### src/hdl/jpeg_image.hex
FF D8 FF E0 00 10 4A 46 49 46 00 01 01 00 00 01
00 01 00 00 FF DB 00 84 00 08 08 08 08 08 08 08
08 08 08 08 08 08 08 08 08 08 08 08 08 08 08 08
08 08 08 08 08 08 08 08 08 08 08 08 08 08 08 08
08 08 08 08 08 08 08 08 08 08 08 08 08 08 08 08
08 08 08 08 08 08 08 08 08 01 0C 0C 0C 0C 0C 0C
0C 0C 0C 0C 0C 0C 0C 0C 0C 0C 0C 0C 0C 0C 0C 0C
0C 0C 0C 0C 0C 0C 0C 0C 0C 0C 0C 0C 0C 0C 0C 0C
0C 0C 0C 0C 0C 0C 0C 0C 0C 0C 0C 0C 0C 0C 0C 0C
0C 0C 0C 0C 0C 0C 0C 0C 0C 0C FF C0 00 0B 08 00
1C 00 1C 01 01 11 00 FF C4 00 1F 00 00 01 05 01
01 01 01 01 01 00 00 00 00 00 00 00 00 01 02 03
04 05 06 07 08 09 0A 0B FF C4 00 AF 10 00 02 01
03 03 02 04 03 05 05 04 04 00 00 01 77 01 02 03
04 05 06 07 08 09 0A 0B 0C 0D 0E 0F 10 11 12 13
14 15 16 17 18 19 1A 1B 1C 1D 1E 1F 20 21 22 23
24 25 26 27 28 29 2A 2B 2C 2D 2E 2F 30 31 32 33
34 35 36 37 38 39 3A 3B 3C 3D 3E 3F 40 41 42 43
44 45 46 47 48 49 4A 4B 4C 4D 4E 4F 50 51 52 53
54 55 56 57 58 59 5A 5B 5C 5D 5E 5F 60 61 62 63
64 65 66 67 68 69 6A 6B 6C 6D 6E 6F 70 71 72 73
74 75 76 77 78 79 7A 7B 7C 7D 7E 7F 80 81 82 83
84 85 86 87 88 89 8A 8B 8C 8D 8E 8F 90 91 92 93
94 95 96 97 98 99 9A 9B 9C FF DA 00 08 01 01 00
00 3F 00 3C 4D 5E 6F 80 91 A2 B3 C4 D5 E6 F7 08
19 2A 3B 4C 5D 6E 7F 90 A1 B2 C3 D4 E5 F6 07 18
29 3A 4B 5C 6D 7E 8F A0 B1 C2 D3 E4 F5 06 17 28
39 4A 5B 6C 7D 8E 9F B0 C1 D2 E3 F4 05 16 27 38
49 5A 6B 7C 8D 9E AF C0 D1 E2 F3 04 15 26 37 48
59 6A 7B 8C FF D9

### src/hdl/jpeg_pkg.sv
package jpeg_pkg;

    typedef logic [31:0] word_t;
    typedef logic [7:0]  byte_t;
    typedef logic [15:0] length_t;     // Byte counts, segment lengths, frame size
    typedef logic [8:0]  rom_addr_t;

    typedef enum logic [3:0] {
        seek_ff,
        read_code,
        len_hi,
        len_lo,
        skip_body,
        sof_body,
        sos_body,
        entropy,
        entropy_ff,
        done
    } parser_state_t;

    // Stored image
    localparam int IMAGE_BYTES  = 470;
    localparam int SOURCE_WORDS = 1 + (IMAGE_BYTES + 3) / 4;  // Length word plus data words
    localparam     IMAGE_FILE   = "/design/src/hdl/jpeg_image.hex";

    // Marker codes
    localparam byte_t MARKER_PREFIX = 8'hFF;
    localparam byte_t MARKER_SOI    = 8'hD8;
    localparam byte_t MARKER_EOI    = 8'hD9;
    localparam byte_t MARKER_SOF0   = 8'hC0;
    localparam byte_t MARKER_SOS    = 8'hDA;

    // Idle cycles without a byte before the stream counts as ended
    localparam int STREAM_IDLE_LIMIT = 48;

endpackage

### src/hdl/image_rom_source.sv
module image_rom_source
    import jpeg_pkg::*;
(
    input  logic  clock,
    input  logic  reset,
    output word_t src_data,
    output logic  src_valid,
    input  logic  src_stall
);

    byte_t     rom [IMAGE_BYTES];
    logic [$clog2(SOURCE_WORDS + 1) - 1:0] word_cnt;
    rom_addr_t base_addr;

    initial begin
        $readmemh(IMAGE_FILE, rom);
    end

    function automatic byte_t rom_byte(input rom_addr_t addr);
        if (addr < IMAGE_BYTES) begin
            return rom[addr];
        end else begin
            return 8'h00;    // Padding past the end of file
        end
    endfunction

    assign src_valid = (word_cnt < SOURCE_WORDS);
    assign base_addr = rom_addr_t'({word_cnt - 1'b1, 2'b00});

    // Earliest file byte goes in the low bits
    always_comb begin
        if (word_cnt == '0) begin
            src_data = word_t'(IMAGE_BYTES);
        end else begin
            src_data = {rom_byte(base_addr + 9'd3),
                        rom_byte(base_addr + 9'd2),
                        rom_byte(base_addr + 9'd1),
                        rom_byte(base_addr)};
        end
    end

    always_ff @(posedge clock) begin
        if (reset) begin
            word_cnt <= '0;
        end else if (src_valid && !src_stall) begin
            word_cnt <= word_cnt + 1'b1;
        end
    end

    a_src_hold: assert property (
        @(posedge clock) disable iff (reset)
        src_valid && src_stall |=> $stable(src_data)
    ) else $error("src_data changed under stall");

endmodule

### src/hdl/word_unpacker.sv
module word_unpacker
    import jpeg_pkg::*;
(
    input  logic  clock,
    input  logic  reset,
    input  word_t src_data,
    input  logic  src_valid,
    output logic  src_stall,
    output byte_t byte_data,
    output logic  byte_valid,
    input  logic  byte_stall
);

    logic       have_len;
    length_t    remaining;     // File bytes not yet emitted
    word_t      shift_word;
    logic [1:0] buf_cnt;       // Bytes left in shift_word
    logic       out_free;
    logic       take_word;
    logic       take_len;
    logic       load_word;
    logic       next_byte;

    assign out_free  = !byte_valid || !byte_stall;

    // Once the count is spent, words are taken and dropped
    assign src_stall = have_len && (remaining != '0) && ((buf_cnt != '0) || !out_free);

    assign take_word = src_valid && !src_stall;
    assign take_len  = take_word && !have_len;
    assign load_word = take_word && have_len && (remaining != '0);
    assign next_byte = (buf_cnt != '0) && out_free;

    always_ff @(posedge clock) begin
        if (reset) begin
            have_len   <= 1'b0;
            remaining  <= '0;
            buf_cnt    <= '0;
            byte_valid <= 1'b0;
        end else begin
            if (take_len) begin
                have_len  <= 1'b1;
                remaining <= src_data[15:0];
            end
            if (load_word) begin
                remaining <= remaining - 16'd1;
                // Padding in the final word is never queued
                buf_cnt   <= (remaining > 16'd4) ? 2'd3 : 2'(remaining - 16'd1);
            end else if (next_byte) begin
                remaining <= remaining - 16'd1;
                buf_cnt   <= buf_cnt - 2'd1;
            end
            if (out_free) begin
                byte_valid <= load_word || next_byte;
            end
        end
    end

    always_ff @(posedge clock) begin
        if (load_word) begin
            byte_data  <= src_data[7:0];
            shift_word <= src_data >> 8;
        end else if (next_byte) begin
            byte_data  <= shift_word[7:0];
            shift_word <= shift_word >> 8;
        end
    end

endmodule

### src/hdl/marker_parser.sv
module marker_parser
    import jpeg_pkg::*;
(
    input  logic    clock,
    input  logic    reset,
    input  byte_t   byte_data,
    input  logic    byte_valid,
    output logic    byte_stall,
    output byte_t   ent_data,
    output logic    ent_valid,
    output logic    ent_last,
    input  logic    ent_stall,
    output length_t image_width,
    output length_t image_height,
    output byte_t   image_components,
    output logic    frame_info_valid,
    output logic    format_error
);

    parser_state_t state;
    byte_t         seg_code;
    length_t       seg_cnt;
    length_t       body_len;
    logic [2:0]    sof_idx;
    byte_t         hold_data;    // Newest entropy byte, sent once the next one is seen
    logic          hold_valid;
    logic [1:0]    lead_cnt;
    logic [5:0]    idle_cnt;
    logic          out_blocked;
    logic          replay;
    logic          step;
    logic          emit_hold;
    logic          last_flag;

    assign out_blocked = ent_valid && ent_stall;

    // FF followed by a non-EOI byte was data; the second byte is seen again next cycle
    assign replay     = byte_valid && (state == entropy_ff) && (byte_data != MARKER_EOI);
    assign byte_stall = out_blocked || replay;
    assign step       = byte_valid && !out_blocked;

    assign last_flag = (state == entropy_ff) && (byte_data == MARKER_EOI);
    assign emit_hold = step && hold_valid &&
                       (((state == entropy) && (byte_data != MARKER_PREFIX)) ||
                        (state == entropy_ff));

    assign body_len = length_t'({seg_cnt[15:8], byte_data} - 16'd2);

    always_ff @(posedge clock) begin
        if (reset) begin
            state            <= seek_ff;
            seg_code         <= '0;
            seg_cnt          <= '0;
            sof_idx          <= '0;
            hold_valid       <= 1'b0;
            ent_valid        <= 1'b0;
            ent_last         <= 1'b0;
            frame_info_valid <= 1'b0;
            format_error     <= 1'b0;
            lead_cnt         <= '0;
            idle_cnt         <= '0;
        end else begin
            if (!out_blocked) begin
                ent_valid <= emit_hold;
                ent_last  <= emit_hold && last_flag;
            end
            if (step) begin
                case (state)
                    seek_ff: begin
                        if (byte_data == MARKER_PREFIX) begin
                            state <= read_code;
                        end
                    end
                    read_code: begin
                        seg_code <= byte_data;
                        if (byte_data == MARKER_SOI) begin
                            state <= seek_ff;
                        end else if (byte_data == MARKER_EOI) begin
                            state <= done;
                        end else if (byte_data != MARKER_PREFIX) begin
                            state <= len_hi;    // Repeated FF is fill
                        end
                    end
                    len_hi: begin
                        seg_cnt <= {byte_data, 8'h00};
                        state   <= len_lo;
                    end
                    len_lo: begin
                        seg_cnt <= body_len;
                        sof_idx <= '0;
                        if (body_len == '0) begin
                            state <= (seg_code == MARKER_SOS) ? entropy : seek_ff;
                        end else if (seg_code == MARKER_SOF0) begin
                            state <= sof_body;
                        end else if (seg_code == MARKER_SOS) begin
                            state <= sos_body;
                        end else begin
                            state <= skip_body;
                        end
                    end
                    skip_body, sof_body, sos_body: begin
                        seg_cnt <= seg_cnt - 16'd1;
                        if (sof_idx != 3'd7) begin
                            sof_idx <= sof_idx + 3'd1;
                        end
                        if (seg_cnt == 16'd1) begin
                            state <= (state == sos_body) ? entropy : seek_ff;
                            if (state == sof_body) begin
                                frame_info_valid <= 1'b1;
                            end
                        end
                    end
                    entropy: begin
                        if (byte_data == MARKER_PREFIX) begin
                            state <= entropy_ff;
                        end else begin
                            hold_valid <= 1'b1;
                        end
                    end
                    entropy_ff: begin
                        if (byte_data == MARKER_EOI) begin
                            state      <= done;
                            hold_valid <= 1'b0;
                        end else begin
                            state      <= entropy;
                            hold_valid <= 1'b1;
                        end
                    end
                    default: begin
                    end
                endcase
            end

            // Stream must open with FF D8
            if (byte_valid && !byte_stall && (lead_cnt != 2'd2)) begin
                lead_cnt <= lead_cnt + 2'd1;
                if ((lead_cnt == 2'd0 && byte_data != MARKER_PREFIX) ||
                    (lead_cnt == 2'd1 && byte_data != MARKER_SOI)) begin
                    format_error <= 1'b1;
                end
            end

            // Bytes stopped before EOI
            if (byte_valid || (lead_cnt == 2'd0) || (state == done)) begin
                idle_cnt <= '0;
            end else if (idle_cnt == 6'(STREAM_IDLE_LIMIT)) begin
                format_error <= 1'b1;
            end else begin
                idle_cnt <= idle_cnt + 6'd1;
            end
        end
    end

    always_ff @(posedge clock) begin
        if (emit_hold) begin
            ent_data <= hold_data;
        end
        if (step && (state == entropy) && (byte_data != MARKER_PREFIX)) begin
            hold_data <= byte_data;
        end else if (replay && !out_blocked) begin
            hold_data <= MARKER_PREFIX;
        end
        if (step && (state == sof_body)) begin
            case (sof_idx)
                3'd1: image_height[15:8] <= byte_data;
                3'd2: image_height[7:0]  <= byte_data;
                3'd3: image_width[15:8]  <= byte_data;
                3'd4: image_width[7:0]   <= byte_data;
                3'd5: image_components   <= byte_data;
                default: begin
                end
            endcase
        end
    end

    a_no_header_output: assert property (
        @(posedge clock) disable iff (reset)
        ent_valid |-> (state inside {entropy, entropy_ff, done})
    ) else $error("entropy byte sent before scan data");

endmodule

### src/hdl/word_packer.sv
module word_packer
    import jpeg_pkg::*;
(
    input  logic  clock,
    input  logic  reset,
    input  byte_t ent_data,
    input  logic  ent_valid,
    input  logic  ent_last,
    output logic  ent_stall,
    output word_t out_data,
    output logic  out_valid,
    output logic  out_last,
    input  logic  downstream_stall
);

    word_t      acc;
    word_t      packed_word;
    logic [1:0] acc_cnt;       // Bytes already in acc
    logic       out_free;
    logic       take;
    logic       flush;

    assign out_free  = !out_valid || !downstream_stall;
    assign ent_stall = !out_free;
    assign take      = ent_valid && out_free;
    assign flush     = take && ((acc_cnt == 2'd3) || ent_last);

    // New byte lands at acc_cnt, bytes above it read as zero
    always_comb begin
        for (int i = 0; i < 4; i++) begin
            if (i < acc_cnt) begin
                packed_word[i*8 +: 8] = acc[i*8 +: 8];
            end else if (i == acc_cnt) begin
                packed_word[i*8 +: 8] = ent_data;
            end else begin
                packed_word[i*8 +: 8] = 8'h00;
            end
        end
    end

    always_ff @(posedge clock) begin
        if (reset) begin
            acc_cnt   <= '0;
            out_valid <= 1'b0;
            out_last  <= 1'b0;
        end else begin
            if (take) begin
                acc_cnt <= flush ? 2'd0 : acc_cnt + 2'd1;
            end
            if (out_free) begin
                out_valid <= flush;
                out_last  <= flush && ent_last;
            end
        end
    end

    always_ff @(posedge clock) begin
        if (take) begin
            acc <= packed_word;
        end
        if (flush) begin
            out_data <= packed_word;
        end
    end

    a_out_hold: assert property (
        @(posedge clock) disable iff (reset)
        out_valid && downstream_stall |=> $stable(out_data)
    ) else $error("out_data changed under stall");

endmodule

### src/hdl/jpeg_preproc_top.sv
module jpeg_preproc_top
    import jpeg_pkg::*;
(
    input  logic    clock,
    input  logic    reset,
    input  logic    downstream_stall,
    output word_t   out_data,
    output logic    out_valid,
    output logic    out_last,
    output length_t image_width,
    output length_t image_height,
    output byte_t   image_components,
    output logic    frame_info_valid,
    output logic    format_error
);

    word_t src_data;
    logic  src_valid;
    logic  src_stall;
    byte_t byte_data;
    logic  byte_valid;
    logic  byte_stall;
    byte_t ent_data;
    logic  ent_valid;
    logic  ent_last;
    logic  ent_stall;

    image_rom_source u_image_rom_source (
        .clock     (clock),
        .reset     (reset),
        .src_data  (src_data),
        .src_valid (src_valid),
        .src_stall (src_stall)
    );

    word_unpacker u_word_unpacker (
        .clock      (clock),
        .reset      (reset),
        .src_data   (src_data),
        .src_valid  (src_valid),
        .src_stall  (src_stall),
        .byte_data  (byte_data),
        .byte_valid (byte_valid),
        .byte_stall (byte_stall)
    );

    marker_parser u_marker_parser (
        .clock            (clock),
        .reset            (reset),
        .byte_data        (byte_data),
        .byte_valid       (byte_valid),
        .byte_stall       (byte_stall),
        .ent_data         (ent_data),
        .ent_valid        (ent_valid),
        .ent_last         (ent_last),
        .ent_stall        (ent_stall),
        .image_width      (image_width),
        .image_height     (image_height),
        .image_components (image_components),
        .frame_info_valid (frame_info_valid),
        .format_error     (format_error)
    );

    word_packer u_word_packer (
        .clock            (clock),
        .reset            (reset),
        .ent_data         (ent_data),
        .ent_valid        (ent_valid),
        .ent_last         (ent_last),
        .ent_stall        (ent_stall),
        .out_data         (out_data),
        .out_valid        (out_valid),
        .out_last         (out_last),
        .downstream_stall (downstream_stall)
    );

endmodule

### config.mk
export PLATFORM = sky130hd
export DESIGN_NAME = jpeg_preproc_top
export DESIGN_NICKNAME = d
export VERILOG_FILES = /design/src/hdl/jpeg_pkg.sv /design/src/hdl/image_rom_source.sv /design/src/hdl/word_unpacker.sv /design/src/hdl/marker_parser.sv /design/src/hdl/word_packer.sv /design/src/hdl/jpeg_preproc_top.sv
export SDC_FILE = /design/constraint.sdc
export NUM_CORES = 1
export LEC_CHECK = 0
export BUFFER_PORTS_ARGS = -buffer_cell sky130_fd_sc_hd__buf_2
export CORE_AREA = 2 2 141 143
export CTS_CLUSTER_DIAMETER = 60
export CTS_CLUSTER_SIZE = 16
export DETAILED_ROUTE_END_ITERATION = 16
export DIE_AREA = 0 0 143 145
export MAX_ROUTING_LAYER = met4
export PLACE_DENSITY = 0.6
export SETUP_SLACK_MARGIN = 0.05
export SKIP_LAST_GASP = 1
export SLEW_MARGIN = 0
export SYNTH_ARGS = -nofsm -noshare
export SYNTH_HDL_FRONTEND = slang
export SYNTH_SLANG_ARGS = --single-unit
### constraint.sdc
create_clock -name clock -period 2.43 [get_ports clock]
set_clock_uncertainty 0.2 [all_clocks]
set_input_delay 0.243 -clock clock [delete_from_list [all_inputs] [get_ports clock]]
set_output_delay 0.243 -clock clock [all_outputs]
set_load 0.05 [all_outputs]
After elaboration in Yosys (flattened, before gate mapping)
Cells that the tools add are included.
- register bits after elaboration: 219
- latch bits: 0
- memory bits (writable): 0
- bits in read-only memories: 0
- input bits: 3
- output and inout bits: 76
- logic and storage cells: 210
- memories: 0
- $add $sub $neg: 13
- multiply operators: 0
- div/mod/pow operators: 0
- $lt $le $gt $ge: 9
- equality and inequality tests: 37
- shift operators: 0
- muxes and demuxes: 48
- bitwise operators: 0
- reductions and logical operators: 73
- operator list (kind ; count):
    $mux 8 ; 15
    $mux 16 ; 3
    $mux 24 ; 2
    $pmux 16 s3 ; 1
    $eq 8x8->1 const B ; 5
    $lt 9x9->1 const B ; 4
    $mux 4 ; 9
    $mux 32 ; 1
    $sub 16x1->16 const B ; 2
    $pmux 4 s7 ; 1
    $logic_and 1x1->1 ; 27
    $ne 8x8->1 const B ; 3
    $add 9x2->9 const B ; 2
    $eq 16x1->1 const B ; 1
    $eq 4x3->1 const B ; 4
    $gt 16x3->1 const B ; 1
    $logic_not 16->1 ; 1
    $reduce_bool 16->1 ; 1
    $sub 16x2->16 const B ; 1
    $reduce_and 2->1 ; 7
    $logic_or 1x1->1 ; 10
    $mux 2 ; 5
    $reduce_bool 2->1 ; 5
    $add 9x1->9 const B ; 1
    other kinds (39) ; 68

Longest topological paths before layout
- word-level depth: 16
- gate-level depth with buffers: 8
- depth with buffers taken out: 8

By module
From an unflattened synthesis, not the netlist that was laid out.
- cell total of the unflattened synthesis: 966
- area total of the unflattened synthesis: 10515.1 µm²
- modules (own cells, without submodules) (module ; instances ; cells each ; area each (µm²) ; seq. area each (µm²)):
    marker_parser ; 1 ; 484 ; 5019.8 ; 2562.5
    word_unpacker ; 1 ; 271 ; 2543.7 ; 1361.3
    word_packer ; 1 ; 131 ; 2265.9 ; 1761.7
    image_rom_source ; 1 ; 80 ; 685.7 ; 140.1

Worst setup path after synthesis
Ideal clock, no wire load.
- path kind: flip-flop to flip-flop
- from: register u_word_packer.out_valid
- to: register u_word_packer.out_data[0] (enable)
- setup time: 0.382 ns
- arrival time: 1.976 ns
- data required time: 1.848 ns
- path slack: -0.128 ns
- stages on the path, launching flop included: 6
- path buffers: 0
- period minus slack after synthesis: 2.558 ns
- path through: dfxtp_1 > nand2_1 > nand2_1 > inv_1 > nand2_1 > inv_1
- word-level cells in the longest chain between the ends: 4
- RTL lines (item ; RTL line ; text):
    start, declared ; word_packer.sv:11 ; output logic out_valid,
    start signal, assigned ; word_packer.sv:51 ; out_valid <= flush;
    $logic_not 1->1 ; word_packer.sv:23 ; assign out_free = !out_valid || !downstream_stall;
    $logic_or 1x1->1 ; word_packer.sv:23 ;
    $logic_and 1x1->1 ; word_packer.sv:25 ; assign take = ent_valid && out_free;
    named net u_word_packer.take ; word_packer.sv:20 ; logic take;
    $logic_and 1x1->1 ; word_packer.sv:26 ; assign flush = take && ((acc_cnt == 2'd3) || ent_last);
    named net u_word_packer.flush ; word_packer.sv:21 ; logic flush;
    end signal, assigned ; word_packer.sv:62 ; out_data <= packed_word;
    end, declared ; word_packer.sv:10 ; output word_t out_data,
The timed path passes the listed nets, and every way through them passes these cells.
A chain may end at the register's enable or synchronous reset.

Worst setup path in the final report
- from: register u_word_unpacker.remaining[0]
- to: register u_word_unpacker.remaining[8]
- word-level cells in the longest chain between the ends: 8
- elaborated cells between the ends (all ways): 12
- classes of those cells: add/sub (1); mux (2); reduce/logical (9)
- RTL lines (item ; RTL line ; text):
    start, declared ; word_unpacker.sv:15 ; length_t remaining;
    start signal, assigned ; word_unpacker.sv:43 ; remaining <= src_data[15:0];
    start signal, assigned ; word_unpacker.sv:46 ; remaining <= remaining - 16'd1;
    start signal, assigned ; word_unpacker.sv:50 ; remaining <= remaining - 16'd1;
    branches (longest 8 deep; another with $sub 16x1->16) ; - ;
Parallel ways; which one is timed is not known.

==> metrics.md <==
| Metric | Value |
|---|---|
| Root Driver | clkbuf_16 |
| Largest family of logic cells by synthesized area | simple AND/OR/NAND/NOR gates |
| DIE AREA | 0.02074 sq mm |
| Run status | completed |
| Post-Synth Adder-Cell Area | 4.142% |
| Mapped Area | 0.006645 sq mm |
| Dpl ws | 88.07 ps |
| Area after DPL | 0.007293 sq mm |
| Most frequent cells in the layout | 69 x edfxtp_1, 67 x buf_2, 63 x dfxtp_1, 60 x nand2_1, 50 x nor2_1 |
| # diodes | 0 |
| MaxCap Viol Count | 0 |
| Post-CTS Setup Bufs | 0 |
| Gr ovfl total | 0 |
| Area Growth Syn to Fin | 18.87% |
| Worst setup EP type | flip-flop |
| Fin area | roughly 0.008 sq mm |
| R2R Path Start | u_word_unpacker.remaining[0]$_SDFFE_PP0P_ |
| Crit-path leading delay family | simple AND/OR/NAND/NOR gates |
| Layout cells sized above 1 | 23.75% |
| Dpl hpwl | around 9.4 mm |
| Power Internal | 4.865 mW |
| Synth Area in XOR/XNOR | 1.713% |
| Fin crit share | roughly 94% |
| Clk slew on worst S/H paths | 60 ps |
| CTS tree | yes |
| Critical path peak fanout | 6 |
| Synth async-reset ratio | 0% |
| Seq cells post-synth | 134 |
| Ys flop type | edfxtp_1 |
| Worst path slowest cell | or3_1 |
| CTS Buf Count | 17 |
| Post-synthesis mux area share | 1.902% |
| Initial antenna violation count | 0 |
| R2r worst-path depth | 7 |
| CP Class | flip-flop to flip-flop |
| Simple-Gate Fraction of Synth Area | between 10% and 20% |
| RR Endpoint | u_word_unpacker.remaining[8]$_SDFFE_PP0P_ |
| Skew-Pair Late Insertion Delay | 420 ps |
| Fmax | 0.4372 GHz |
| RD Place Congestion | 0.8062 |
| Rows | 51 |
| Die Y | 145 microns |
| Part of the power in registers | approximately two fifths |
| # clock sinks | 134 |
| IO buf count | 67 |
| Worst Tran Pin Value | between 500 and 600 ps |
| Htree depth | 4 |
| Max Root-Sink Buffers | 2 |
| Mean post-synth cell area | a little over 10 sq um |
| Remaining DRCs | 0 |
| Final WS setup | between 100 and 150 ps |
| Final Hold Viols | 0 |
| Synth Area in Compound Gates | 14.57% |
| Worst setup path end | u_word_unpacker.remaining[8]$_SDFFE_PP0P_ |
| Initial core utilization | roughly a third |
| Net Sw Power | about 2.3 mW |
| EDFF count, synth | 69 |
| RSZ-0062 raised after global routing | yes |
| Pwr dens | roughly 900 mW/mm^2 |
| Slew Limit Fails | 0 |
| Final setup vio count | 0 |
| Pin count of the biggest net entering global routing | 28 |
| Die X | 143 microns |
| Global-route wire length before repair | 22.38 mm |
| First-pass DRT Iterations | 5 |
| Initial DRC Count | 283 |
| Worst-path cell chain | inv_1 > ha_1 > nand2b_1 > nand2b_1 > or3_1 > o2111a_1 > or3_1 |
| Core Footprint | about 0.019 sq mm |
| Max_slew headroom | 63.93% |
| Overall global routing resource usage | 13.76% |
| Switching share of power | 31.87% |
| Synthesized instance count | 655 |
| Critical Path AT | 2390 ps |
| Yosys cell types | 72 |
| Path length in cells of the critical path | 7 |
| Final core occ | 41.12% |
| Via-to-Cell Ratio | 4.899 |
| Cell Count, Final, Fillers Out | 1006 |
| Final WL | 13.65 mm |
| CP startpoint kind | flip-flop |
| Clock share of power | 34.5% |
| Post-DRT Antenna Nets | 0 |
| Commonest non-fill, non-tap cell in the layout | edfxtp_1 |
| Logic pwr share | 26.2% |
| Vias in the first global route | around 4.6k |
| Buf/Inv on CP | 1 |
| I/O pin count | 79 |
| Worst R2R Setup Slack | approximately 140 ps |
| Dpl cells | around 1000 |
| Setup TNS | 0 ps |
| NumNets Final | 753 |
| Final min period | 2287 ps |
| Synth warn | 0 |
| Routed WL per cell | 13.57 microns |
| Origin of the worst setup path | u_word_unpacker.remaining[0]$_SDFFE_PP0P_ |
| Leakage power | between 3 and 4 nW |
| Post-synthesis sequential area ratio | approximately half |
| Crit path required time | ~2500 ps |
| VDD IR max | 0.5856 mV |
| Vias | 4928 |
| CP peak stage delay | around 450 ps |
| Worst min-delay path class | primary input to flip-flop |
## cell usage after synthesis, types with 4 or more instances
master | n | area share [%]
or4_1 | 6 | 0.68
a211o_1 | 4 | 0.53
or3_1 | 9 | 0.85
nand3b_1 | 4 | 0.45
o211ai_1 | 4 | 0.45
a31oi_1 | 6 | 0.56
o211a_1 | 4 | 0.60
and2_1 | 7 | 0.66
mux2_2 | 5 | 0.85
nor2b_1 | 7 | 0.66
nand2b_1 | 4 | 0.38
a211oi_1 | 9 | 1.0
or2_2 | 7 | 0.66
nand3_1 | 9 | 0.68
clkbuf_1 | 24 | 1.4
o31ai_1 | 4 | 0.45
nor3b_1 | 6 | 0.68
edfxtp_1 | 69 | 31
inv_1 | 35 | 2.0
xnor2_1 | 7 | 0.92
a22o_1 | 4 | 0.53
nand4_1 | 5 | 0.47
a21o_1 | 5 | 0.56
mux2i_1 | 4 | 0.60
nand2_1 | 60 | 3.4
xor2_1 | 6 | 0.79
ha_1 | 22 | 4.1
nor2_1 | 50 | 2.8
and3_1 | 14 | 1.3
nor3_1 | 20 | 1.5
nor4_1 | 14 | 1.3
o21ai_0 | 31 | 2.3
buf_4 | 37 | 4.2
dfxtp_1 | 65 | 20
a21oi_1 | 29 | 2.2
## worst reg2reg max path: stages (launching register included)
cell	delay, ps
dfxtp_2	340
inv_1	90
ha_1	190
nand2b_1	120
nand2b_1	190
or3_1	450
o2111a_1	270
or3_1	330
## power groups by stage
stage / clock, mW / combinational, mW / sequential [mW]
after global placement: 0 / 1.83 / 2.83
after floorplan: 0 / 1.32 / 2.79
final: 2.46 / 1.87 / 2.81
after CTS: 2.51 / 1.85 / 2.79
after detailed placement: 0 / 1.84 / 2.84
after global routing: 2.61 / 2.06 / 2.84
## worst min-delay path by stage
| stage | cells after the start | slack (ps) | start | endpoint |
|---|---|---|---|---|
| floorplan | 0 | 200 | u_marker_parser.hold_data[0]$_SDFFCE_PN1P_ | u_marker_parser.ent_data[0]$_DFFE_PP_ |
| CTS | 2 | 20 | reset | u_image_rom_source.word_cnt[1]$_SDFFE_PP0N_ |
| finish | 2 | 40 | reset | u_image_rom_source.word_cnt[1]$_SDFFE_PP0N_ |
| detailed placement | 0 | 210 | u_marker_parser.hold_data[0]$_SDFFCE_PN1P_ | u_marker_parser.ent_data[0]$_DFFE_PP_ |
| global placement | 0 | 200 | u_marker_parser.hold_data[5]$_SDFFCE_PN1P_ | u_marker_parser.ent_data[5]$_DFFE_PP_ |
| global route | 2 | 60 | reset | u_image_rom_source.word_cnt[0]$_SDFFE_PP0N_ |
## metrics by stage
stage | hold slack [ps] | total power, mW
after floorplan | 200.3 | 4.113
after global placement | 201.4 | 4.660
after detailed placement | 206.6 | 4.678
after CTS | 20.06 | 7.158
after global routing | 56.59 | 7.507
final | 36.75 | 7.141
## sequential cells by signal, indices dropped and copies added (netlist names), 2 cells and up
register and flops:
u_marker_parser.hold_data 3, u_word_packer.acc_cnt 2, u_marker_parser.idle_cnt 6, u_marker_parser.image_width 4, u_word_unpacker.remaining 16, u_marker_parser.ent_data 3
u_word_packer.out_data 27, u_image_rom_source.word_cnt 7, u_marker_parser.lead_cnt 2, u_marker_parser.sof_idx 3, u_marker_parser.image_height 4, u_marker_parser.state 4
u_word_unpacker.buf_cnt 2, u_marker_parser.seg_cnt 16, u_marker_parser.image_components 2, u_word_packer.acc 24, u_word_unpacker.byte_data 2
## what timing repair did
item | 4_1_cts | 5_1_grt
hold buffers | 1 | 0
endpoints found under the setup margin | 0 | 20
endpoints found under the hold margin | 1 | 0
resized for setup | 0 | 7
## cell type report
class / instances / area, sq um
sequential: 134 / 3376
multi-input combinational: 432 / 2816
inverter: 35 / 135.1
tap: 265 / 331.6
clock inverter: 14 / 140.1
clock buffer: 18 / 429.2
timing repair buffer: 108 / 670.6
fill: 1826 / 11310
## per-layer routing
layer  global-route usage (%)  share of wire [%]  vias up
met2                    20.26                 46      100
li1                         -                  -     2501
met3                    3.333                4.1       13
met1                    18.68                 49     2314
met5                        -                  0        -
met4                    4.356               0.95        0
## cells by family (layout without fill, tap and decap cells)
| group | after synthesis | in the layout |
|---|---|---|
| DFF | 134 | 134 |
| other | 1 | 11 |
| muxes | 11 | 11 |
| AOI/OAI and AO/OA | 136 | 136 |
| xor gates and xnor gates | 13 | 13 |
| and+or+nand+nor | 239 | 239 |
| adders and majority gates | 22 | 22 |
| buffers and inverters | 99 | 175 |
(Power assumes the default switching activity.)
